### config.mk
export PLATFORM = sky130hd
export DESIGN_NAME = gate_sequencer
export DESIGN_NICKNAME = d
export VERILOG_FILES = /design/src/source/qsim_num_pkg.sv /design/src/source/qsim_ctrl_pkg.sv /design/src/source/gate_sequencer.sv
export VERILOG_INCLUDE_DIRS = /design/src /design/src/include
export SDC_FILE = /design/constraint.sdc
export NUM_CORES = 1
export LEC_CHECK = 0
export BUFFER_PORTS_ARGS = -buffer_cell sky130_fd_sc_hd__buf_4
export CAP_MARGIN = 20
export CORE_MARGIN = 3
export CORE_UTILIZATION = 34
export DETAILED_ROUTE_END_ITERATION = 8
export PLACE_DENSITY = 0.75
export SYNTH_ARGS = -nofsm -noshare
export SYNTH_HDL_FRONTEND = slang
export SYNTH_SLANG_ARGS = --single-unit
### constraint.sdc
create_clock -name clk -period 1.6 [get_ports clk]
set_clock_uncertainty 0.05 [all_clocks]
set_input_delay 0.32 -clock clk [delete_from_list [all_inputs] [get_ports clk]]
set_output_delay 0.32 -clock clk [all_outputs]
set_load 0.02 [all_outputs]
### src/include/qsim_params.svh
`ifndef QSIM_PARAMS_SVH
`define QSIM_PARAMS_SVH

// --------------------
// number format
// --------------------

// one Q16.16 component, one word
`define QSIM_DATA_W      32
`define QSIM_FRAC_BITS   16

// --------------------
// problem limits
// --------------------

`define QSIM_MAX_QUBITS  3
`define QSIM_MAX_GATES   4

// --------------------
// memory address widths
// --------------------

`define QSIM_STATE_AW    4
// msb picks the half
`define QSIM_SCRATCH_AW  4
`define QSIM_GATE_AW     8

// last read issue to write
`define QSIM_PIPE_DEPTH  3

`endif

### src/source/qsim_num_pkg.sv
`include "qsim_params.svh"

package qsim_num_pkg;

  // --------------------
  // fixed point values
  // --------------------

  // signed Q16.16
  typedef logic signed [`QSIM_DATA_W-1:0] fixed_t;

  // memory word layout, re sits in the upper half
  typedef struct packed {
    fixed_t re;
    fixed_t im;
  } cplx_t;

  // --------------------
  // memory write requests
  // --------------------

  // output memory
  typedef struct packed {
    logic                      en;
    logic [`QSIM_STATE_AW-1:0] addr;
    cplx_t                     data;
  } state_wr_t;

  // scratchpad, addr msb is the half
  typedef struct packed {
    logic                        en;
    logic [`QSIM_SCRATCH_AW-1:0] addr;
    cplx_t                       data;
  } scratch_wr_t;

endpackage

### src/source/qsim_ctrl_pkg.sv
`include "qsim_params.svh"

package qsim_ctrl_pkg;

  // --------------------
  // sequencer FSM
  // --------------------

  typedef enum logic [2:0] {
    SEQ_IDLE,
    SEQ_HEADER,
    SEQ_HEADER_WAIT,
    SEQ_STREAM,
    SEQ_DRAIN
  } seq_state_e;

  // --------------------
  // per term control
  // --------------------

  // accumulator opcode that rides with each term
  typedef enum logic [1:0] {
    ACC_IDLE,
    ACC_START,
    ACC_ADD,
    ACC_END
  } acc_op_e;

  // where the state operand comes from
  typedef enum logic {
    SRC_INPUT,
    SRC_SCRATCH
  } src_e;

  // where a finished row goes
  typedef enum logic {
    DEST_SCRATCH,
    DEST_OUTPUT
  } dest_e;

  typedef struct packed {
    acc_op_e                     op;
    src_e                        src;
    dest_e                       dest;
    logic [`QSIM_MAX_QUBITS-1:0] row;
    logic                        wr_half;
  } mac_tag_t;

endpackage

### src/source/gate_sequencer.sv
`include "qsim_params.svh"

module gate_sequencer
  import qsim_num_pkg::*;
  import qsim_ctrl_pkg::*;
(
  input  logic                        clk,
  input  logic                        reset_n,
  input  logic                        dut_valid,
  output logic                        dut_ready,
  input  cplx_t                       state_rdata,
  output logic [`QSIM_STATE_AW-1:0]   state_raddr,
  output logic [`QSIM_SCRATCH_AW-1:0] scratch_raddr,
  output logic [`QSIM_GATE_AW-1:0]    gate_raddr,
  output mac_tag_t                    tag
);

  localparam int ROW_W  = `QSIM_MAX_QUBITS;
  localparam int QW     = $clog2(`QSIM_MAX_QUBITS + 1);
  localparam int MW     = $clog2(`QSIM_MAX_GATES + 1);
  localparam int GATE_W = $clog2(`QSIM_MAX_GATES);
  localparam int DRN_W  = $clog2(`QSIM_PIPE_DEPTH);

  localparam logic [ROW_W:0] ONE_N = 1;

  seq_state_e state;
  seq_state_e next_state;

  logic [QW-1:0]            q_reg;
  logic [MW-1:0]            m_reg;
  logic [GATE_W-1:0]        gate_cnt;
  logic [ROW_W-1:0]         row_cnt;
  logic [ROW_W-1:0]         col_cnt;
  logic [DRN_W-1:0]         drain_cnt;
  logic [`QSIM_GATE_AW-1:0] gate_addr;

  logic [ROW_W:0]   n_full;
  logic [ROW_W-1:0] last_idx;
  logic             col_last;
  logic             row_last;
  logic             gate_last;
  logic             drain_done;

  // N - 1 from the captured qubit count
  assign n_full     = ONE_N << q_reg;
  assign last_idx   = ROW_W'(n_full - ONE_N);
  assign col_last   = (col_cnt == last_idx);
  assign row_last   = (row_cnt == last_idx);
  assign gate_last  = (MW'(gate_cnt) + 1'b1 == m_reg);
  assign drain_done = (drain_cnt == DRN_W'(`QSIM_PIPE_DEPTH - 1));

  // --------------------
  // FSM
  // --------------------

  always_comb begin
    next_state = state;
    case (state)
      SEQ_IDLE: begin
        if (dut_valid) begin
          next_state = SEQ_HEADER;
        end
      end
      SEQ_HEADER:      next_state = SEQ_HEADER_WAIT;
      SEQ_HEADER_WAIT: next_state = SEQ_STREAM;
      SEQ_STREAM: begin
        if (col_last && row_last) begin
          next_state = SEQ_DRAIN;
        end
      end
      SEQ_DRAIN: begin
        // wait until the last row of this gate has landed
        if (drain_done) begin
          next_state = gate_last ? SEQ_IDLE : SEQ_STREAM;
        end
      end
      default: next_state = SEQ_IDLE;
    endcase
  end

  always_ff @(posedge clk or negedge reset_n) begin
    if (!reset_n) begin
      state     <= SEQ_IDLE;
      q_reg     <= '0;
      m_reg     <= '0;
      gate_cnt  <= '0;
      row_cnt   <= '0;
      col_cnt   <= '0;
      drain_cnt <= '0;
      gate_addr <= '0;
    end else begin
      state <= next_state;
      case (state)
        SEQ_HEADER_WAIT: begin
          // header word: re = Q, im = M
          q_reg     <= QW'(state_rdata.re);
          m_reg     <= MW'(state_rdata.im);
          gate_cnt  <= '0;
          row_cnt   <= '0;
          col_cnt   <= '0;
          gate_addr <= '0;
        end
        SEQ_STREAM: begin
          // gate memory is walked in plain order g, r, c
          gate_addr <= gate_addr + 1'b1;
          drain_cnt <= '0;
          if (col_last) begin
            col_cnt <= '0;
            row_cnt <= row_last ? '0 : row_cnt + 1'b1;
          end else begin
            col_cnt <= col_cnt + 1'b1;
          end
        end
        SEQ_DRAIN: begin
          drain_cnt <= drain_cnt + 1'b1;
          if (drain_done && !gate_last) begin
            gate_cnt <= gate_cnt + 1'b1;
          end
        end
        default: ;
      endcase
    end
  end

  // --------------------
  // read addresses and tag
  // --------------------

  assign dut_ready = (state == SEQ_IDLE);

  // input state starts at address 1, header at 0
  assign state_raddr = (state == SEQ_STREAM) ?
                       `QSIM_STATE_AW'(col_cnt) + 1'b1 : '0;

  // previous gate wrote the other half
  assign scratch_raddr = {~gate_cnt[0], col_cnt};
  assign gate_raddr    = gate_addr;

  always_comb begin
    tag.op      = ACC_IDLE;
    tag.src     = (gate_cnt == '0) ? SRC_INPUT : SRC_SCRATCH;
    tag.dest    = gate_last ? DEST_OUTPUT : DEST_SCRATCH;
    tag.row     = row_cnt;
    tag.wr_half = gate_cnt[0];
    if (state == SEQ_STREAM) begin
      if (col_cnt == '0) begin
        tag.op = ACC_START;
      end else if (col_last) begin
        tag.op = ACC_END;
      end else begin
        tag.op = ACC_ADD;
      end
    end
  end

  // header must describe a supported problem
  a_header_q: assert property (@(posedge clk) disable iff (!reset_n)
    (state == SEQ_HEADER_WAIT) |->
      (state_rdata.re >= 1 && state_rdata.re <= `QSIM_MAX_QUBITS));

  a_header_m: assert property (@(posedge clk) disable iff (!reset_n)
    (state == SEQ_HEADER_WAIT) |->
      (state_rdata.im >= 1 && state_rdata.im <= `QSIM_MAX_GATES));

endmodule

After elaboration in Yosys (flattened, before gate mapping)
Cells that the tools add are included.
{"block": "word_totals", "output_inout_bits": 25, "regBits": 26, "elab_cells": 63}
{"block": "classes", "n_eq_ne": 13, "n_bitwise": 1, "reduce_logical": 12, "shift": 1, "mux": 20, "add_sub_neg": 8}
{"operator": "$mux W3", "n": 6}
{"operator": "$pmux W8 S2", "n": 1}
{"operator": "$pmux W3 S5", "n": 1}
{"operator": "$pmux W3 S2", "n": 2}
{"operator": "$ne A2 B2 Y1 const B", "n": 5}
{"operator": "$eq A3 B3 Y1", "n": 3}
{"operator": "$add A8 B1 Y8 const B", "n": 1}
{"operator": "$mux W2", "n": 4}
{"operator": "$pmux W2 S2", "n": 2}
{"operator": "$add A3 B1 Y3 const B", "n": 2}
{"operator": "$eq A3 B2 Y1 const B", "n": 2}
{"operator": "$logic_not A3 Y1", "n": 2}
{"operator": "$reduce_bool A2 Y1", "n": 3}
{"operator": "$add A2 B1 Y2 const B", "n": 2}
{"operator": "$add A3 B1 Y4 const B", "n": 1}
{"operator": "$mux W4", "n": 1}
{"operator": "$reduce_and A2 Y1", "n": 2}
{"operator": "$add A2 B1 Y3 const B", "n": 1}
{"operator": "$eq A3 B1 Y1 const B", "n": 1}
{"operator": "$eq A3 B3 Y1 const B", "n": 1}
{"operator": "$mux W1", "n": 3}
{"operator": "$reduce_and A3 Y1", "n": 1}
{"operator": "$shl A1 B2 Y3 const A", "n": 1}
{"operator": "$sub A3 B1 Y3 const B", "n": 1}
{"operator": "other kinds (5)", "n": 6}

Depth between registers and ports, before layout
Gate-level depths: netlist (run 1).
{"block": "logic_depth", "ltp_word": 6, "depth_mapped": 6, "depth_no_buf": 6}

Least setup slack after synthesis (run 1)
Ideal clock, no wire load.
{"block": "synth_timing", "kind": "register to output", "from": "register col_cnt[0]", "to": "output tag[6] (netlist name)", "arrival_time_ns": 1.747, "path_buffers": 1, "required_ns": 1.230, "path_stages_with_launch": 5, "path_slack_ns": -0.517, "cell_sequence": "dfrtp_1 > clkbuf_1 > or4_4 > and2_1 > a21oi_1"}
{"item": "start, declared", "line_no": "gate_sequencer.sv:33", "source": "logic [ROW_W-1:0] col_cnt;"}
{"item": "start signal, assigned", "line_no": "gate_sequencer.sv:111", "source": "col_cnt <= col_cnt + 1'b1;"}
{"item": "end, declared", "line_no": "gate_sequencer.sv:15", "source": "output mac_tag_t tag"}

==> summary.txt, run 1 <==
Detailed routing
  – First-pass DRT Iterations: 4
  – Routed Wire Length: between 4000 and 5000 um
  – Detailed-route DRC error count: 0
  – Final antenna-violating net count: 0
  – Detailed Route Iter0 Violations: 89
  – WL/cell: 15.2 um
  – Avg Vias per Cell: 5.23
  – Vias: 1439

Final layout
  – Share of cells above drive strength 1: 0.520
  – Utilization after layout: 0.585
  – Post-route insts no fill: 275
  – Post-route cell area: 2430 um^2
  – Commonest cells after routing, fill and taps aside: buf_4, dfrtp_1, nand2_1
  – Commonest non-fill, non-tap cell in the layout: buf_4
  – Area Growth Syn to Fin: 61.4%
  – Antenna cells: 0
  – Largest register FFs: 8
  – Fin nets: 300

Logic synthesis
  – Number of flops mapped to enable cells by yosys: 0
  – Synth Area in Simple Gates: 0.201
  – Ys Warns: 0
  – Post-Synth XOR/XNOR Area: 0.0350
  – Mapped Nets: 234
  – Mux cell area share after synthesis: 0.0674
  – Combinational family with the most area after synthesis: simple AND/OR/NAND/NOR gates
  – Compound-Gate Fraction of Synth Area: 0.154
  – Async S/R FF share, synth: 1.00
  – Most used DFF post-synth: dfrtp_1
  – Synth Register Bits: 26
  – Cells after Synth: 160
  – Avg Cell Area, Syn: 9.39 um^2
  – Post-synthesis cell area: between 1500 and 2000 um^2
  – Sequential share of the synthesized area: 0.433
  – Distinct cells, synth: 42
  – Synth Area in Adders: 0.0583

Critical path
  – Crit path DAT: between 1.5 and 2 ns
  – Cell breakdown of the critical path: or2_1 -> or4_4 -> and2_4 -> a21oi_4 -> buf_6
  – Critical path's top delay family: simple AND/OR/NAND/NOR gates
  – CP Buf/Inv Count: 1
  – Crit end category: primary output
  – Setup Crit Path Kind: reg2out
  – CP required: 1.23 ns
  – Crit-path slowest cell: or4_4
  – Crit Path Max Fanout: 2
  – Largest stage delay, worst path: ~0.42 ns
  – Setup crit start kind: register

Place
  – # port buffers: 32
  – # placed instances: 258
  – HPWL after detailed placement: 2660 um
  – Placer Congestion: 0.785
  – Cell Area, Placed: roughly 2000 um^2

Run
  – Maxcap violations: 0

Global routing
  – Most used routing layer: met2
  – Largest net degree at the start of global routing: 27
  – GRT Util Overall: 0.162
  – Met1 Use GR: 0.213
  – Congestion Overflow GR: 0
  – GR Util met3: 0.0305
  – Initial antenna violation count: 0
  – Vias in the first global route: 1477
  – Met2 Use GR: 0.270
  – First-pass GRT wire length: between 6000 and 7000 um

Timing
  – Min Hold Slack: 0.228 ns
  – Minimum clock period: 2.12 ns
  – Final worst slack: -0.520 ns
  – Final setup vio count: 18
  – Final Cycle Share: 1.33
  – Slew @ Worst Pin: 0.373 ns
  – Slew margin rel.: 0.751
  – Slew Limit Fails: 0
  – Fmax: between 400 and 500 MHz
  – Final hold violation count: 0
  – Unrepaired setup endpoints after global routing: true

Die
  – Number of I/O pins: 92
  – Starting density of the core: 0.363
  – Std-Cell Rows: 23
  – Core area: 4140 um^2
  – Die W: 72.5 um
  – Die ar.: 5250 um^2
  – Die H: slightly above 70 um

Power and ir drop
  – Leakage power: 1.07 nW
  – Peak VDD IR: 1.02 mV
  – Total power: 5.05 mW
  – P per Cell Area: 2080 nW/um^2

Clocking
  – Clk root buf: clkbuf_8
  – Clock buffer depth: 2
  – Clock slew at reported path FFs: 0.09 ns
  – Worst skew pair latency: roughly 0.27 ns
  – TritonCTS clock tree: done
  – H-Tree Depth: 1
  – CTS sink cnt: 26
  – Num CTS Buffers: 3

Outcome
  – Failing checks: negative setup slack
  – Status: finished with violations

Worst hold path
  – Worst min-delay path class: in2reg
## what timing repair did
item                       CTS  global route
gates resized for setup     37            15
hold buffers                 1             0
hold endpoints to repair    26             0
setup endpoints to repair   17            19
pin swaps                    5            11
buffers inserted             5             8
## synthesized netlist by cell type, types with 3 or more instances
| library cell | count | area, um^2 |
|---|---|---|
| xor2_1 | 4 | 35.0 |
| clkbuf_1 | 4 | 15.0 |
| dfrtp_1 | 26 | 651 |
| nand3_1 | 6 | 30.0 |
| nand2_1 | 15 | 56.3 |
| mux2_2 | 5 | 56.3 |
| ha_1 | 7 | 87.6 |
| o21ai_0 | 10 | 50.1 |
| a22o_1 | 3 | 26.3 |
| inv_1 | 9 | 33.8 |
| mux2i_1 | 3 | 30.0 |
| and2_1 | 3 | 18.8 |
| a21oi_1 | 6 | 30.0 |
| nor3_1 | 4 | 20.0 |
| nor2_1 | 16 | 60.1 |
## final timing paths
check	startpoint	to	slack, ns	cells after the start
max in group asynchronous	reset_n	state[0]	0.78	2
min in group asynchronous	reset_n	gate_raddr[6]	0.43	2
min	state_rdata[1]	m_reg[1]	0.23	2
min reg2reg	drain_cnt[0]	drain_cnt[0]	0.47	1
max	q_reg[0]	tag[6]	-0.52	5
max reg2reg	q_reg[0]	row_cnt[0]	-0.37	6
## cells by family after synthesis
kind of cell,count (synthesis)
AND/OR/NAND/NOR,60
AO/OA/AOI/OAI,34
flip-flops,26
buffers and inverters,18
multiplexers,9
adder cells (fa/ha/maj),7
XOR/XNOR,6
## power breakdown
part	switching [mW]	internal, mW	total, mW
logic	1.67	1.81	3.48
clock network	0.217	0.220	0.437
registers	0.243	0.895	1.14
total	2.13	2.92	5.05
## area by class of cell
cell class	instances	area, um^2
multi-input combinational	116	1030
sequential	26	654
timing repair buffer	70	589
fill	355	1720
tap	50	62.6
clock buffer	4	55.1
inverter	9	36.3
## layer usage
layer,part of all wire,vias to the layer above
li1,-,695
met1,0.45,708
met2,0.51,32
met3,0.034,4
met4,0.0074,0
met5,0,-
## metrics by stage
stage / setup WS, ns / TNS [ns]
finish: -0.520 / -3.77
global placement: -0.252 / -0.965
CTS: -0.551 / -2.66
global route: -0.586 / -4.82
detailed placement: -0.270 / -1.09
floorplan: -0.301 / -1.07
## worst reg2reg max path, cell delays in order (launching register included)
cell and delay [ns]:
dfrtp_1 0.38, or2_1 0.24, or4_4 0.42, buf_4 0.15, buf_6 0.11, a31o_4 0.22, mux2_4 0.29
(Power assumes the default switching activity.)
==> inputs of run 2 (changes only) <==
PLACE_DENSITY = default   (was 0.75)
PLACE_DENSITY_LB_ADDON = 0.12   (was default)
==> summary.txt, run 2 (synthesis gave the netlist of run 1 again) <==
Final layout
  – Fin nets: 302 (+0.67%)
  – Commonest cells after routing, fill and taps aside: buf_4, dfrtp_1, buf_6
  – Area Growth Syn to Fin: 62.3%
  – Fillers: 353 (-0.56%)
  – Share of cells above drive strength 1: 0.542 (+0.0219)
  – Largest register FFs: 8 (unchanged)
  – Commonest non-fill, non-tap cell in the layout: buf_4
  – Post-route insts no fill: 277 (+0.73%)
  – Antenna cells: 0 (unchanged)

Worst hold path
  – Worst min-delay path class: in2reg

Critical path
  – Largest stage delay, worst path: 0.43 ns (about the same)
  – CP required: 1.23 ns (about the same)
  – Setup Crit Path Kind: reg2out
  – Setup crit start kind: register
  – Crit path DAT: 1.80 ns (+0.05 ns)
  – Crit-path slowest cell: or4_4
  – Reg2reg setup slack: -0.42 ns (-0.05 ns)
  – Critical path's top delay family: simple AND/OR/NAND/NOR gates
  – CP Buf/Inv Count: 1 (unchanged)
  – Crit end category: primary output
  – Crit Path Max Fanout: 2 (unchanged)
  – Cell breakdown of the critical path: or2_1 -> or4_4 -> and2_4 -> a21oi_4 -> buf_6

Power and ir drop
  – Flop pwr share: 0.228 (+0.003)
  – Leakage power: 1.08 nW (+1.3%)
  – Switching share of power: 0.416 (-0.00550)
  – Net switching power: 2.08 mW (-2.3%)
  – Internal power: 2.92 mW (about the same)
  – Logic pwr share: 0.686 (-0.002)
  – Peak VDD IR: 0.981 mV (-3.8%)
  – Clock group share of total power: 0.086 (about the same)
  – P per Cell Area: 2050 nW/um^2 (-1.5%)

Detailed routing
  – Final antenna-violating net count: 0 (unchanged)
  – Detailed Route Iter0 Violations: 52 (-42%)
  – Routed Wire Length: 4070 um (-2.9%)
  – Avg Vias per Cell: 5.19 (-0.79%)
  – Vias: 1438 (-0.069%)
  – WL/cell: 14.7 um (-3.6%)
  – First-pass DRT Iterations: 4 (unchanged)
  – Detailed-route DRC error count: 0 (unchanged)

Clocking
  – Clk root buf: clkbuf_8
  – CTS sink cnt: 26 (unchanged)
  – H-Tree Depth: 1 (unchanged)
  – Worst skew pair latency: 0.27 ns (about the same)
  – Clock buffer depth: 2 (unchanged)
  – TritonCTS clock tree: done
  – Num CTS Buffers: 3 (unchanged)
  – Clock slew at reported path FFs: 0.09 ns (about the same)

Timing
  – Fmax: 461 MHz (-2.3%)
  – Unrepaired setup endpoints after global routing: true
  – Final setup vio count: 18 (unchanged)
  – Final hold violation count: 0 (unchanged)
  – Slew Limit Fails: 0 (unchanged)
  – Minimum clock period: 2.17 ns (+0.0505 ns)
  – Final worst slack: -0.571 ns (-0.0505 ns)
  – Final Cycle Share: 1.36 (+0.0316)
  – Min Hold Slack: 0.220 ns (-0.00735 ns)
  – Slew @ Worst Pin: 0.382 ns (+0.00948 ns)
  – Slew margin rel.: 0.744 (-0.00634)

Outcome
  – Failing checks: negative setup slack
  – Status: finished with violations

Global routing
  – Vias in the first global route: 1362 (-7.8%)
  – Largest net degree at the start of global routing: 27 (unchanged)
  – GRT Util Overall: 0.157 (-0.00452)
  – First-pass GRT wire length: 6520 um (-4.6%)
  – Congestion Overflow GR: 0 (unchanged)
  – Initial antenna violation count: 0 (unchanged)

Die
  – Core area: 4140 um^2 (unchanged)
  – Number of I/O pins: 92 (unchanged)
  – Starting density of the core: 0.363 (unchanged)
  – Die W: 72.5 um (unchanged)
  – Die H: 72.5 um (unchanged)
  – Die ar.: 5250 um^2 (unchanged)
  – Std-Cell Rows: 23 (unchanged)

Place
  – # placed instances: 256 (-0.78%)
  – HPWL after detailed placement: 2830 um (+6.4%)
  – # port buffers: 32 (unchanged)
  – Place WS: -0.301 ns (-0.0307 ns)
  – Placer Congestion: 0.743 (-5.4%)

Run
  – Maxcap violations: 0 (unchanged)
[run 2: worst paths after layout]
path,startpoint,cells past startpoint,end
worst min-delay path,state_rdata[1],2,m_reg[1]
worst max register to register,q_reg[1],6,row_cnt[0]
min in group asynchronous,reset_n,2,drain_cnt[1]
worst max-delay path,q_reg[1],5,tag[6]
worst min register to register,drain_cnt[0],1,drain_cnt[0]
max in group asynchronous,reset_n,2,col_cnt[1]
[run 2: power groups by stage]
stage	logic [mW]	registers [mW]	clock network (mW)
after global placement	2.55	1.11	0
after floorplan	1.45	1.30	0
final	3.43	1.14	0.431
after detailed placement	2.65	1.12	0
after CTS	3.00	1.12	0.446
after global routing	3.69	1.18	0.472
[run 2: what timing repair did]
item / 4_1_cts / 5_1_grt
pin swaps: 5 / 12
hold endpoints to repair: 26 / 0
hold buffers: 1 / 0
endpoints found under the setup margin: 16 / 20
setup buffers: 8 / 10
gates resized for setup: 24 / 35
[run 2: final cells by class]
cell class                 count  area, um^2  share of cell area
multi-input combinational    116        1030               0.421
inverter                       9        36.3              0.0149
sequential                    26         656               0.269
timing repair buffer          72         603               0.247
tap                           50        62.6              0.0257
clock buffer                   4        55.1              0.0226
[run 2: metal layers]
metal	vias up	track usage	wire [um]
met4	0	0.0369	54
met5	-	0	0
met3	6	0.0332	120
met2	22	0.269	2140
li1	706	-	-
met1	704	0.203	1760
[run 2: metrics by stage]
stage | setup TNS (ns) | total power [mW] | utilization | area [um^2]
after detailed placement | -1.79 | 3.77 | 0.484 | 2010
after CTS | -3.06 | 4.57 | 0.536 | 2220
after floorplan | -1.07 | 2.75 | - | 1590
after global placement | -1.39 | 3.66 | 0.484 | 2010
final | -3.69 | 5.00 | 0.588 | 2440
after global routing | -4.80 | 5.34 | 0.588 | 2440
