===== src/include/qsim_params.svh =====
`ifndef QSIM_PARAMS_SVH
`define QSIM_PARAMS_SVH

// --------------------
// number format
// --------------------

// one Q16.16 component, one word
`define QSIM_DATA_W      32
`define QSIM_FRAC_BITS   16

// --------------------
// problem limits
// --------------------

`define QSIM_MAX_QUBITS  3
`define QSIM_MAX_GATES   4

// --------------------
// memory address widths
// --------------------

`define QSIM_STATE_AW    4
// msb picks the half
`define QSIM_SCRATCH_AW  4
`define QSIM_GATE_AW     8

// last read issue to write
`define QSIM_PIPE_DEPTH  3

`endif


===== src/source/qsim_num_pkg.sv =====
`include "qsim_params.svh"

package qsim_num_pkg;

  // --------------------
  // fixed point values
  // --------------------

  // signed Q16.16
  typedef logic signed [`QSIM_DATA_W-1:0] fixed_t;

  // memory word layout, re sits in the upper half
  typedef struct packed {
    fixed_t re;
    fixed_t im;
  } cplx_t;

  // --------------------
  // memory write requests
  // --------------------

  // output memory
  typedef struct packed {
    logic                      en;
    logic [`QSIM_STATE_AW-1:0] addr;
    cplx_t                     data;
  } state_wr_t;

  // scratchpad, addr msb is the half
  typedef struct packed {
    logic                        en;
    logic [`QSIM_SCRATCH_AW-1:0] addr;
    cplx_t                       data;
  } scratch_wr_t;

endpackage


===== src/source/qsim_ctrl_pkg.sv =====
`include "qsim_params.svh"

package qsim_ctrl_pkg;

  // --------------------
  // sequencer FSM
  // --------------------

  typedef enum logic [2:0] {
    SEQ_IDLE,
    SEQ_HEADER,
    SEQ_HEADER_WAIT,
    SEQ_STREAM,
    SEQ_DRAIN
  } seq_state_e;

  // --------------------
  // per term control
  // --------------------

  // accumulator opcode that rides with each term
  typedef enum logic [1:0] {
    ACC_IDLE,
    ACC_START,
    ACC_ADD,
    ACC_END
  } acc_op_e;

  // where the state operand comes from
  typedef enum logic {
    SRC_INPUT,
    SRC_SCRATCH
  } src_e;

  // where a finished row goes
  typedef enum logic {
    DEST_SCRATCH,
    DEST_OUTPUT
  } dest_e;

  typedef struct packed {
    acc_op_e                     op;
    src_e                        src;
    dest_e                       dest;
    logic [`QSIM_MAX_QUBITS-1:0] row;
    logic                        wr_half;
  } mac_tag_t;

endpackage


===== src/source/accumulate_writeback.sv =====
`include "qsim_params.svh"

module accumulate_writeback
  import qsim_num_pkg::*;
  import qsim_ctrl_pkg::*;
(
  input  logic        clk,
  input  logic        reset_n,
  input  mac_tag_t    tag_in,
  input  fixed_t      rr,
  input  fixed_t      ii,
  input  fixed_t      ri,
  input  fixed_t      ir,
  output scratch_wr_t scratch_wr,
  output state_wr_t   out_wr
);

  cplx_t term;
  cplx_t sum;
  cplx_t acc;
  cplx_t wr_data_q;

  logic [`QSIM_MAX_QUBITS-1:0] row_q;
  logic                        half_q;
  logic                        scratch_en_q;
  logic                        out_en_q;

  // one complex term of G[r][c] * s[c]
  always_comb begin
    term.re = rr - ii;
    term.im = ri + ir;
    sum     = term;
    if (tag_in.op != ACC_START) begin
      sum.re = acc.re + term.re;
      sum.im = acc.im + term.im;
    end
  end

  // --------------------
  // row accumulator
  // --------------------

  always_ff @(posedge clk) begin
    if (tag_in.op != ACC_IDLE) begin
      acc <= sum;
    end
    if (tag_in.op == ACC_END) begin
      wr_data_q <= sum;
      row_q     <= tag_in.row;
      half_q    <= tag_in.wr_half;
    end
  end

  always_ff @(posedge clk or negedge reset_n) begin
    if (!reset_n) begin
      scratch_en_q <= 1'b0;
      out_en_q     <= 1'b0;
    end else begin
      scratch_en_q <= (tag_in.op == ACC_END) && (tag_in.dest == DEST_SCRATCH);
      out_en_q     <= (tag_in.op == ACC_END) && (tag_in.dest == DEST_OUTPUT);
    end
  end

  // --------------------
  // write requests
  // --------------------

  always_comb begin
    scratch_wr.en   = scratch_en_q;
    scratch_wr.addr = {half_q, row_q};
    scratch_wr.data = wr_data_q;
    out_wr.en       = out_en_q;
    out_wr.addr     = `QSIM_STATE_AW'(row_q);
    out_wr.data     = wr_data_q;
  end

  a_one_dest: assert property (@(posedge clk) disable iff (!reset_n)
    !(scratch_wr.en && out_wr.en));

endmodule


===== config.mk =====
export PLATFORM = sky130hd
export DESIGN_NAME = accumulate_writeback
export DESIGN_NICKNAME = d
export VERILOG_FILES = /design/src/source/qsim_num_pkg.sv /design/src/source/qsim_ctrl_pkg.sv /design/src/source/accumulate_writeback.sv
export VERILOG_INCLUDE_DIRS = /design/src /design/src/include
export SDC_FILE = /design/constraint.sdc
export NUM_CORES = 1
export LEC_CHECK = 0
export BUFFER_PORTS_ARGS = -buffer_cell sky130_fd_sc_hd__buf_4
export CAP_MARGIN = 10
export CORE_MARGIN = 4
export CORE_UTILIZATION = 30
export DETAILED_ROUTE_END_ITERATION = 10
export PLACE_DENSITY = 0.49
export SLEW_MARGIN = 20
export SYNTH_ARGS = -nofsm -noshare
export SYNTH_HDL_FRONTEND = slang
export SYNTH_SLANG_ARGS = --single-unit

===== constraint.sdc =====
create_clock -name clk -period 5.1 [get_ports clk]
set_input_delay 0.51 -clock clk [delete_from_list [all_inputs] [get_ports clk]]
set_output_delay 0.51 -clock clk [all_outputs]
set_load 0.02 [all_outputs]

; After elaboration in Yosys (flattened, before gate mapping)
; Cells that the tools add are included.
[classes]
n_addsub = 4
n_eq_ne = 2
n_mux = 1
n_bitwise = 1
reduce_logical = 3
[ops]
columns = cell, n
row1 = 32-bit adder, 3
row2 = 64-bit two-way mux, 1
row3 = 32-bit subtractor, 1
row4 = 2-bit equality test (second input constant), 1
row5 = 1-bit logical AND, 2
row6 = 2-bit by 1-bit inequality test with 1-bit output (second input constant), 1
row7 = 2-bit nonzero test, 1
row8 = 1-bit inverter, 1
[totals]
register_bits = 134
input_bits = 138
output_inout_bits = 138
word_cells = 19

; Depth between registers and ports, before layout
; Gate-level depths: netlist (run 1).
[depth]
depth_word = 3
ltp_mapped = 24
depth_no_buf = 24

; Worst setup path before layout (run 1)
; Ideal clock, no wire load.
[synth_path]
path_kind = input to register
from = in ri[0]
to = reg acc[31] (netlist bit) (data pin)
setup_ns = 0.271
arrival_ns = 4.343
required_ns = 4.829
path_slack_ns = 0.486
stages = 21
path_buffers = 0
path_cell_list = ha_1 > fa_1 > a21oi_1 > o21ai_1 > o31ai_4 > a21oi_1 > o2111ai_1 > nand3_1 > a31oi_1 > xnor2_1 > ha_1 > a21o_1 > a21o_1 > a21oi_1 > o21ai_0 > a21o_1 > a21oi_1 > o41ai_2 > xor2_1 > nand2_1 > xnor3_1
[synth_lines]
columns = item, line
row1 = start: declaration, accumulate_writeback.sv:12  ; input fixed_t ri,
row2 = end signal: assignment, accumulate_writeback.sv:45  ; acc <= sum;
row3 = end: declaration, accumulate_writeback.sv:20  ; cplx_t acc;

==> PnR_summary.wiki, run 1 <==
{| class="wikitable"
! Metric !! Value
|-
| Result of the run || completed
|-
| Worst r2r src || acc[32]
|-
| Worst Hold Endpoint || scratch_en_q
|-
| Post-CTS repair timing setup buffer count || 0
|-
| Vias after detailed routing || 9228
|-
| Most common cell after layout, fill and taps aside || buf_4
|-
| Most frequent cells in the layout || 327 x buf_4, 134 x ha_1, 132 x edfxtp_1
|-
| Antenna diode instance count || 0
|-
| Post-route worst setup slack || 415 ps
|-
| Final cell utilization of the core || 38.4%
|-
| GRT Util Overall || 13.9%
|-
| Clock edge transition at the registers on the reported setup and hold paths || 60 ps
|-
| Worst Max-Slew Pin Slew || 1030 ps
|-
| Max Transition Viols Final || 0
|-
| Portion of synthesized cell area occupied by the leading cell type || 34.7%
|-
| Worst setup EP type || flop
|-
| Via count of the first global-routing pass || 9237
|-
| Share of post-route cells with drive strength above 1 || 26.8%
|-
| Classification of the worst setup path || in -> reg
|-
| FF-to-FF End || out_wr[62]
|-
| CTS root buffer || clkbuf_16
|-
| Number of DRC violations after detailed routing || 0
|-
| Routed wire length per instance || 14.9 um
|-
| Cell Count, Final, Fillers Out || 1971
|-
| Vertical die dimension || 203 um
|-
| Max frequency || 213 MHz
|-
| Number of distinct library cell variants in the gate-level netlist after synthesis || 67
|-
| Final design area excluding fillers || 0.0145 mm^2
|-
| Slew Limit Headroom || 31.0%
|-
| Post-route clock period utilization || 91.9%
|-
| Post-synthesis average cell area || 9.59 um^2
|-
| First-pass GRT wire length || 46.8 mm
|-
| Area Growth Syn to Fin || 26.6%
|-
| Top Ports || 276
|-
| Post-Syn Area || 0.0114 mm^2
|-
| Data arrival time of the critical path || 4850 ps
|-
| Top area cells in the synthesized netlist || edfxtp_1 35%, ha_1 15%, a21oi_1 5.5%
|-
| Slack of the worst reg-to-reg path || 1530 ps
|-
| Number of buffers created by CTS || 17
|-
| Reported max-cap violation count || 0
|-
| Most instantiated flip-flop cell in the synthesis netlist || edfxtp_1
|-
| Overflow after GRT || 0
|-
| Number of placed cells counting well taps || 1938
|-
| Number of hold violations in the final report || 0
|-
| Final Wtd Congestion || 0.792
|-
| Number of design-rule violations left by the first detailed-router iteration || 368
|-
| Post-synthesis sequential element count || 134
|-
| Die Footprint || 0.0413 mm^2
|-
| Vias per Instance || 4.68
|-
| Register-to-Register Path Depth || 12
|-
| Hold Path Origin || tag_in[4]
|-
| Sum of internal, switching and leakage power || 8.42 mW
|-
| Maximum ir drop on the vdd rail || 208 uV
|-
| Final Setup Violations || 0
|-
| Overall die width || 203 um
|-
| Post-placement setup slack || -26.6 ps
|-
| Synthesized net count || 1468
|-
| Largest buffer count on any clock path || 2
|-
| Maximum number of pins on one net before global-route repair || 65
|-
| Synth async-reset ratio || 1.49%
|-
| Number of buffers inserted by port buffering || 273
|-
| Critical path fanouts, max || 5
|-
| Number of cells on the worst hold path || 2
|-
| Pre-antenna DRT Iters || 4
|-
| Count of standard-cell rows || 71
|-
| Critical path launch point type || input pin
|-
| Required time worst endpoint || 5260 ps
|-
| Clock latency of the later-clocked register in the worst-skew pair || 420 ps
|-
| Final net count || 1723
|-
| Area of the core region || 0.0377 mm^2
|-
| Cells after synthesis || 1192
|-
| Post-detailed-routing wire length || 29.4 mm
|-
| Starting utilization of the core area || 30.4%
|-
| Total number of clock tree sinks || 134
|-
| CTS tree || done
|-
| Proportion of synthesized chip area in sequential cells || 35.1%
|-
| Synth warn || 0
|-
| H-Tree Depth || 4
|-
| Path type of the worst min-delay path || in -> reg
|-
| Leading area contributor after synthesis || edfxtp_1
|-
| Placed standard-cell area || 0.0139 mm^2
|-
| RSZ-0062 raised after global routing || no
|-
| Reported leakage power || 6.52 nW
|-
| Number of flops mapped to enable cells by yosys || 132
|-
| Antenna-violating nets left || 0
|-
| Final HPWL DP || 23.1 mm
|-
| Clock skew after layout || 10.1 ps
|-
| P per Cell Area || 582 mW/mm^2
|-
| Number of filler instances in the final layout || 3883
|-
| Initial antenna violation count || 0
|-
| Final min period || 4690 ps
|}
-- worst max-delay path, cell delays in order --
cell	delay [ps]
buf_4	100
inv_1	40
ha_1	180
inv_1	60
fa_1	410
a21o_1	170
a21oi_1	190
o21a_1	170
o21bai_1	90
a21oi_1	190
buf_4	140
o21bai_1	50
a21oi_1	170
xnor2_1	180
ha_1	330
a21oi_1	190
nand2_1	90
a41oi_1	240
o21bai_1	160
a31oi_1	330
o31a_1	250
o21ai_0	150
xor2_1	160
mux2_2	280
-- through the flow --
stage	TNS [ps]	hold slack, ps
after CTS	0	208
after detailed placement	-111	293
final	0	245
after global routing	0	224
after floorplan	0	214
after global placement	-4.04	292
-- final cells by class --
type	count	area (um^2)	share of cell area (%)
repair buffers	328	2460	17.0
inverters	53	199	1.38
flip-flops and latches	134	4010	27.7
well taps	511	639	4.42
clock inverters	12	87.6	0.605
multi-input cells	913	6630	45.8
clock buffers	20	437	3.02
-- worst max path at each step --
stage / from / end / slack [ps] / cells past startpoint
floorplan: ri[0] / acc[31] / 490 / 21
global placement: rr[0] / out_wr[63] / -2 / 25
detailed placement: ri[0] / out_wr[31] / -30 / 22
CTS: rr[0] / acc[63] / 430 / 25
global route: rr[0] / acc[63] / 30 / 24
finish: rr[0] / out_wr[62] / 410 / 24
-- flip-flops by register name, summed over array words and instances (netlist names) --
signal / cells
out_en_q: 1
scratch_en_q: 1
acc: 64
out_wr: 64
half_q: 1
row_q: 3
-- cells in the mapped netlist (9+ instances only) --
cell / instances
a211oi_1: 10
a21o_1: 66
a21oi_1: 126
a31oi_1: 13
and3_1: 13
buf_4: 71
clkbuf_1: 18
edfxtp_1: 132
ha_1: 134
inv_1: 53
nand2_1: 101
nand2b_1: 10
nand3_1: 12
nand4_1: 9
nor2_1: 72
nor3_1: 13
o211ai_1: 10
o21a_1: 13
o21ai_0: 85
o21bai_1: 20
xnor2_1: 61
xor2_1: 53
-- power breakdown --
| part | internal, mW | switching (mW) | total, mW |
|---|---|---|---|
| Clock | 0.659 | 0.467 | 1.13 |
| Sequential | 2.01 | 0.239 | 2.24 |
| Combinational | 2.30 | 2.75 | 5.05 |
-- metal layers --
metal	wire length (um)	GRT usage [%]
met1	13800	18.2
met2	14400	24.2
met3	934	1.89
met4	267	3.64
met5	0	0
-- cells by family (layout without fill, tap and decap cells) --
group | Yosys count | in the layout | share of synthesized area, %
AO/OA/AOI/OAI | 393 | 393 | 22.3
AND/OR/NAND/NOR | 257 | 257 | 10.3
buffers and inverters | 145 | 413 | 7.09
adder cells (fa/ha/maj) | 138 | 138 | 15.4
flip-flops | 134 | 134 | 35.1
XOR/XNOR | 115 | 115 | 8.93
multiplexers | 9 | 9 | 0.876
other | 1 | 1 | 0.0328
-- repair_timing --
item                                   in CTS  in global routing
hold buffers                                1                  0
setup endpoints to repair                   0                  2
resized for setup                           0                  1
endpoints found under the hold margin       2                  0
No activity file was read; power rests on OpenSTA's default activity.
==> inputs of run 2 (changes only) <==
==> constraint.sdc (replaced) <==
create_clock -name clk -period 4.6 [get_ports clk]
set_input_delay 0.46 -clock clk [delete_from_list [all_inputs] [get_ports clk]]
set_output_delay 0.46 -clock clk [all_outputs]
set_load 0.02 [all_outputs]
==> run 2 against run 1 <==
Utilization up 3.9 points. Via count rose by 6.3%. Non-clock buffer count increased by 153. Critical endpoint is now acc[60]. First-iteration DRC count fell by 9.8%. Design area is 10% higher.
==> PnR_summary.wiki, run 2 (synthesized netlist as in run 1, its figures left out) <==
{| class="wikitable"
! Metric !! Value
|-
| Result of the run || completed
|-
| Antenna diode instance count || 0
|-
| Worst setup EP type || flop
|-
| Post-detailed-routing wire length || 30.8 mm
|-
| Share of total power consumed by net switching || 39.2%
|-
| Via count of the first global-routing pass || 9730
|-
| Data arrival time of the critical path || 4540 ps
|-
| Worst Max-Slew Pin Slew || 1060 ps
|-
| P per Cell Area || 661 mW/mm^2
|-
| Initial antenna violation count || 0
|-
| Count of standard-cell rows || 71
|-
| Vias after detailed routing || 9809
|-
| Final HPWL DP || 24.0 mm
|-
| First-pass GRT wire length || 48.7 mm
|-
| Area of the core region || 0.0377 mm^2
|-
| Post-route clock period utilization || 95.2%
|-
| Most common cell after layout, fill and taps aside || buf_4
|-
| Path type of the worst min-delay path || in -> reg
|-
| Area Growth Syn to Fin || 39.4%
|-
| Antenna-violating nets left || 0
|-
| Most frequent cells in the layout || 480 x buf_4, 133 x ha_1, 132 x edfxtp_1
|-
| Required time worst endpoint || 4760 ps
|-
| Top Ports || 276
|-
| Design internal power || 6.40 mW
|-
| Starting utilization of the core area || 30.4%
|-
| Number of design-rule violations left by the first detailed-router iteration || 332
|-
| Number of filler instances in the final layout || 3772
|-
| Max Transition Viols Final || 0
|-
| Number of buffers created by CTS || 17
|-
| Number of hold violations in the final report || 0
|-
| Post-placement setup slack || -568 ps
|-
| Sum of internal, switching and leakage power || 10.5 mW
|-
| Launch point of the worst path || rr[0]
|-
| Critical path launch point type || input pin
|-
| Share of post-route cells with drive strength above 1 || 36.5%
|-
| Post-route worst setup slack || 223 ps
|-
| Overflow after GRT || 0
|-
| Final min period || 4380 ps
|-
| Vertical die dimension || 203 um
|-
| Critical path fanouts, max || 5
|-
| Share of total power in sequential cells || 23.7%
|-
| Clock network power share || 13.6%
|-
| GRT Util Overall || 14.3%
|-
| CTS root buffer || clkbuf_16
|-
| Classification of the worst setup path || in -> reg
|-
| Worst hold slack after final layout || 192 ps
|-
| Clock latency of the later-clocked register in the worst-skew pair || 420 ps
|-
| Number of buffers inserted by port buffering || 273
|-
| Die Footprint || 0.0413 mm^2
|-
| Critical Path Slowest Stage Cell || ha_1
|-
| Reported leakage power || 7.37 nW
|-
| Final net count || 1876
|-
| Hold Path Origin || tag_in[4]
|-
| CTS tree || done
|-
| H-Tree Depth || 4
|-
| Stage delay of the slowest cell on the critical path || 370 ps
|-
| Cells along the critical path || buf_4 -> inv_1 -> ha_2 -> inv_1 -> fa_2 -> a21o_1 -> a21oi_2 -> o21a_1 -> buf_4 -> o211ai_1 -> a21o_1 -> a31o_4 -> a31oi_4 -> xnor2_2 -> ha_1 -> a21o_1 -> a21o_1 -> a21o_1 -> a21oi_1 -> o21bai_1 -> a31oi_1 -> xnor2_1 -> mux2_2
|-
| Maximum ir drop on the vdd rail || 267 uV
|-
| Vias per Instance || 4.62
|-
| Final Setup Violations || 0
|-
| Clock skew after layout || 7.96 ps
|-
| Clock edge transition at the registers on the reported setup and hold paths || 60 ps
|-
| Final Wtd Congestion || 0.819
|-
| Worst r2r src || acc[32]
|-
| Largest buffer count on any clock path || 2
|-
| Comb power frac || 62.7%
|-
| Most prevalent standard cell on the critical path || a21o_1
|-
| Slew Limit Headroom || 29.3%
|-
| Routed wire length per instance || 14.5 um
|-
| Max frequency || 228 MHz
|-
| Number of DRC violations after detailed routing || 0
|-
| Overall die width || 203 um
|-
| Maximum number of pins on one net before global-route repair || 70
|-
| Pre-antenna DRT Iters || 4
|-
| Reported max-cap violation count || 0
|-
| Net switching power || 4.13 mW
|-
| Total number of clock tree sinks || 134
|}
run 2: cell types whose count changed in the layout (fill, tap and decap cells not counted), moves of 5 or more:
cell,previous run,this run
a21oi_2,2,15
xnor2_2,0,5
a21oi_1,125,112
o21ai_0,85,79
buf_4,327,480
xnor2_1,61,56
run 2: power by group through the flow:
stage	clock [mW]	combinational, mW	sequential, mW
after global placement	0	6.38	2.52
after detailed placement	0	6.40	2.51
after CTS	1.49	6.48	2.51
after floorplan	0	3.87	2.63
final	1.43	6.61	2.49
after global routing	1.53	7.30	2.55
run 2: repair_timing:
| item | 4_1_cts | 5_1_grt |
|---|---|---|
| buffers inserted | 1 | 9 |
| endpoints found under the setup margin | 14 | 38 |
| pin swaps | 2 | 26 |
| endpoints found under the hold margin | 2 | 0 |
| gates resized for setup | 5 | 49 |
| hold buffers | 1 | 0 |
run 2: worst paths after layout:
kind,slack (ps),cells past startpoint,to
max,220,23,acc[60]
min,190,2,scratch_en_q
max reg2reg,1260,13,acc[62]
min reg2reg,710,3,acc[0]
max in group asynchronous,4140,2,out_en_q
min in group asynchronous,370,2,scratch_en_q
run 2: cell type report:
type	count	area (um^2)	area share [%]
clock buffers	17	425	2.67
clock inverters	15	186	1.17
inverters	53	199	1.25
multi-input cells	913	6850	43.0
flip-flops and latches	134	4010	25.2
well taps	511	639	4.01
repair buffers	481	3610	22.7
run 2: layer usage:
| metal | track usage [%] | up-vias | wire length (um) |
|---|---|---|---|
| met5 | 0 | - | 0 |
| met4 | 3.47 | 0 | 349 |
| met3 | 2.10 | 19 | 972 |
| met2 | 24.9 | 154 | 15000 |
| met1 | 18.7 | 4498 | 14500 |
| li1 | - | 5138 | - |
run 2: per-stage QoR:
step	utilization [%]	TNS (ps)	cell area, um^2	instances
6_report	42.3	0	15900	2124
5_1_grt	42.3	-23.5	15900	2124
4_1_cts	41.6	0	15700	2115
3_5_place_dp	39.8	-15470	15000	2081
3_3_place_gp	39.8	-13900	15000	2081
2_1_floorplan	-	0	11400	1192
run 2: worst max-delay path: cells and delay by family:
| kind | cells | cell delay [ps] |
|---|---|---|
| adders and majority gates | 3 | 900 |
| muxes | 1 | 280 |
| buffers and inverters | 4 | 330 |
| xor gates and xnor gates | 2 | 190 |
| AOI/OAI and AO/OA | 13 | 2400 |
==> inputs of run 3 (changes only) <==
--- a/config.mk
+++ b/config.mk
@@ -12,6 +12,8 @@
 export CORE_UTILIZATION = 30
 export DETAILED_ROUTE_END_ITERATION = 10
 export PLACE_DENSITY = 0.49
+export REMOVE_ABC_BUFFERS = 1
+export SETUP_SLACK_MARGIN = 0.3
 export SLEW_MARGIN = 20
 export SYNTH_ARGS = -nofsm -noshare
 export SYNTH_HDL_FRONTEND = slang
==> run 3 against run 2 <==
Critical path type unchanged. Maximum frequency increased by 2.9%. Combinational power increased by 8.9%. Count of clock-buffer cells in the layout rose by 1. Clock power about the same. Critical endpoint is now out_wr[63]. Register-to-register slack lost 20 ps. Die area unchanged. Critical path depth increased by 2. Largest cell class unchanged. Sequential share of layout area shrank 1.1 points. Global-route usage grew 1.3 points. Power up 5.5%. Worst setup slack better by 120 ps.
==> PnR_summary.wiki, run 3 (synthesized netlist as in run 1, its figures left out) <==
{| class="wikitable"
! Metric !! Value
|-
| Routed wire length per instance || 15.5 um
|-
| Number of buffers inserted by port buffering || 273
|-
| CTS root buffer || clkbuf_16
|-
| Antenna diode instance count || 0
|-
| Sum of internal, switching and leakage power || 11.1 mW
|-
| Clock skew after layout || 11.1 ps
|-
| Slew Limit Headroom || 30.4%
|-
| Most common cell after layout, fill and taps aside || buf_4
|-
| Worst setup EP type || flop
|-
| Vertical die dimension || 203 um
|-
| Post-placement setup slack || -573 ps
|-
| Top Ports || 276
|-
| CTS tree || done
|-
| Overflow after GRT || 0
|-
| Number of design-rule violations left by the first detailed-router iteration || 459
|-
| Critical Path Slowest Stage Cell || fa_2
|-
| Max Transition Viols Final || 0
|-
| Placed standard-cell area || 0.0151 mm^2
|-
| Count of cell instances traversed by the critical path || 25
|-
| Vias per Instance || 4.70
|-
| Post-route worst setup slack || 347 ps
|-
| Critical path launch point type || input pin
|-
| Initial antenna violation count || 0
|-
| Post-route clock period utilization || 92.5%
|-
| Path type of the worst min-delay path || in -> reg
|-
| Launch point of the worst path || rr[0]
|-
| Stage delay of the slowest cell on the critical path || 380 ps
|-
| Dominant delay contributor by cell family on the critical path || compound AO/OA/AOI/OAI gates
|-
| Fin Setup TNS || 0 ps
|-
| Final Setup Violations || 0
|-
| Final cell utilization of the core || 44.2%
|-
| Via count of the first global-routing pass || 10.2k
|-
| H-Tree Depth || 4
|-
| Largest buffer count on any clock path || 2
|-
| Antenna-violating nets left || 0
|-
| Number of placed cells counting well taps || 2090
|-
| First-pass GRT wire length || 52.2 mm
|-
| Classification of the worst setup path || in -> reg
|-
| RSZ-0062 raised after global routing || yes
|-
| Final net count || 1910
|-
| Worst r2r src || acc[32]
|-
| Number of hold violations in the final report || 0
|-
| Overall die width || 203 um
|-
| Most prevalent standard cell on the critical path || buf_4
|-
| GRT Util Overall || 15.6%
|-
| Share of post-route cells with drive strength above 1 || 41.3%
|-
| Final HPWL DP || 25.4 mm
|-
| Final Wtd Congestion || 0.828
|-
| Slack of the worst reg-to-reg path || 1240 ps
|-
| Clock latency of the later-clocked register in the worst-skew pair || 440 ps
|-
| Final design area excluding fillers || 0.0167 mm^2
|-
| Total number of clock tree sinks || 134
|-
| Area of the core region || 0.0377 mm^2
|-
| Count of standard-cell rows || 71
|-
| Clock edge transition at the registers on the reported setup and hold paths || 60 ps
|-
| Buffering stage count on the worst path with inverters included || 6
|-
| Maximum number of pins on one net before global-route repair || 69
|-
| Critical path fanouts, max || 3
|-
| P per Cell Area || 667 mW/mm^2
|-
| Cell Count, Final, Fillers Out || 2158
|-
| Starting utilization of the core area || 30.4%
|-
| Number of DRC violations after detailed routing || 0
|-
| Worst Max-Slew Pin Slew || 1040 ps
|-
| Reported max-cap violation count || 0
|-
| Post-detailed-routing wire length || 33.5 mm
|-
| Final min period || 4250 ps
|-
| Register-to-Register Path Depth || 12
|-
| Area Growth Syn to Fin || 45.7%
|-
| Die Footprint || 0.0413 mm^2
|-
| Worst setup endpoint || out_wr[63]
|-
| Maximum ir drop on the vdd rail || 297 uV
|-
| Worst hold slack after final layout || 178 ps
|-
| Number of buffers created by CTS || 17
|-
| Most frequent cells in the layout || 503 x buf_4, 132 x edfxtp_1, 123 x ha_1
|-
| Max frequency || 235 MHz
|-
| Reported leakage power || 7.60 nW
|-
| Vias after detailed routing || 10.1k
|-
| Required time worst endpoint || 4780 ps
|-
| Result of the run || completed
|-
| FF-to-FF End || out_wr[62]
|-
| Data arrival time of the critical path || 4440 ps
|-
| Pre-antenna DRT Iters || 4
|}
-- run 3: changes by cell type in the layout (fill, tap and decap cells not counted), moves of 8 or more --
cell	change
a21oi_2	+11
ha_4	+8
buf_4	+23
a21oi_1	-14
buf_6	+10
ha_1	-10
o21ai_0	-11
-- run 3: worst min path at each step --
stage                     startpoint            to  slack (ps)  cells after the start
after global placement       reset_n  scratch_en_q         240                      1
after global routing       tag_in[4]  scratch_en_q         170                      2
final                      tag_in[4]  scratch_en_q         180                      2
after detailed placement     reset_n      out_en_q         240                      1
after CTS                  tag_in[4]  scratch_en_q         150                      2
after floorplan              reset_n      out_en_q         160                      0
-- run 3: repair_timing --
item / in CTS / in global routing
buffers inserted: 12 / 23
gates resized for setup: 66 / 90
pin swaps: 40 / 102
hold endpoints to repair: 2 / 0
endpoints found under the setup margin: 48 / 50
hold buffers: 1 / 0
-- run 3: power by group --
part	internal, mW	leakage (nW)	switching, mW	total, mW
combinational	3.57	6.01	3.63	7.20
sequential	2.22	1.32	0.258	2.48
clock	0.847	0.276	0.579	1.43
-- run 3: cell type report --
cell class,count,area (um^2)
Clock inverter,14,159
Clock buffer,18,429
Inverter,53,201
Timing Repair Buffer,515,3920
Sequential cell,134,4010
Fill cell,3689,21000
Tap cell,511,639
Multi-Input combinational cell,913,7300
-- run 3: metal layers --
metal  GRT usage [%]  routed length, um
met1            21.0              15800
met2            26.5              15900
met5               0                  0
met3            2.35               1380
met4            3.88                352
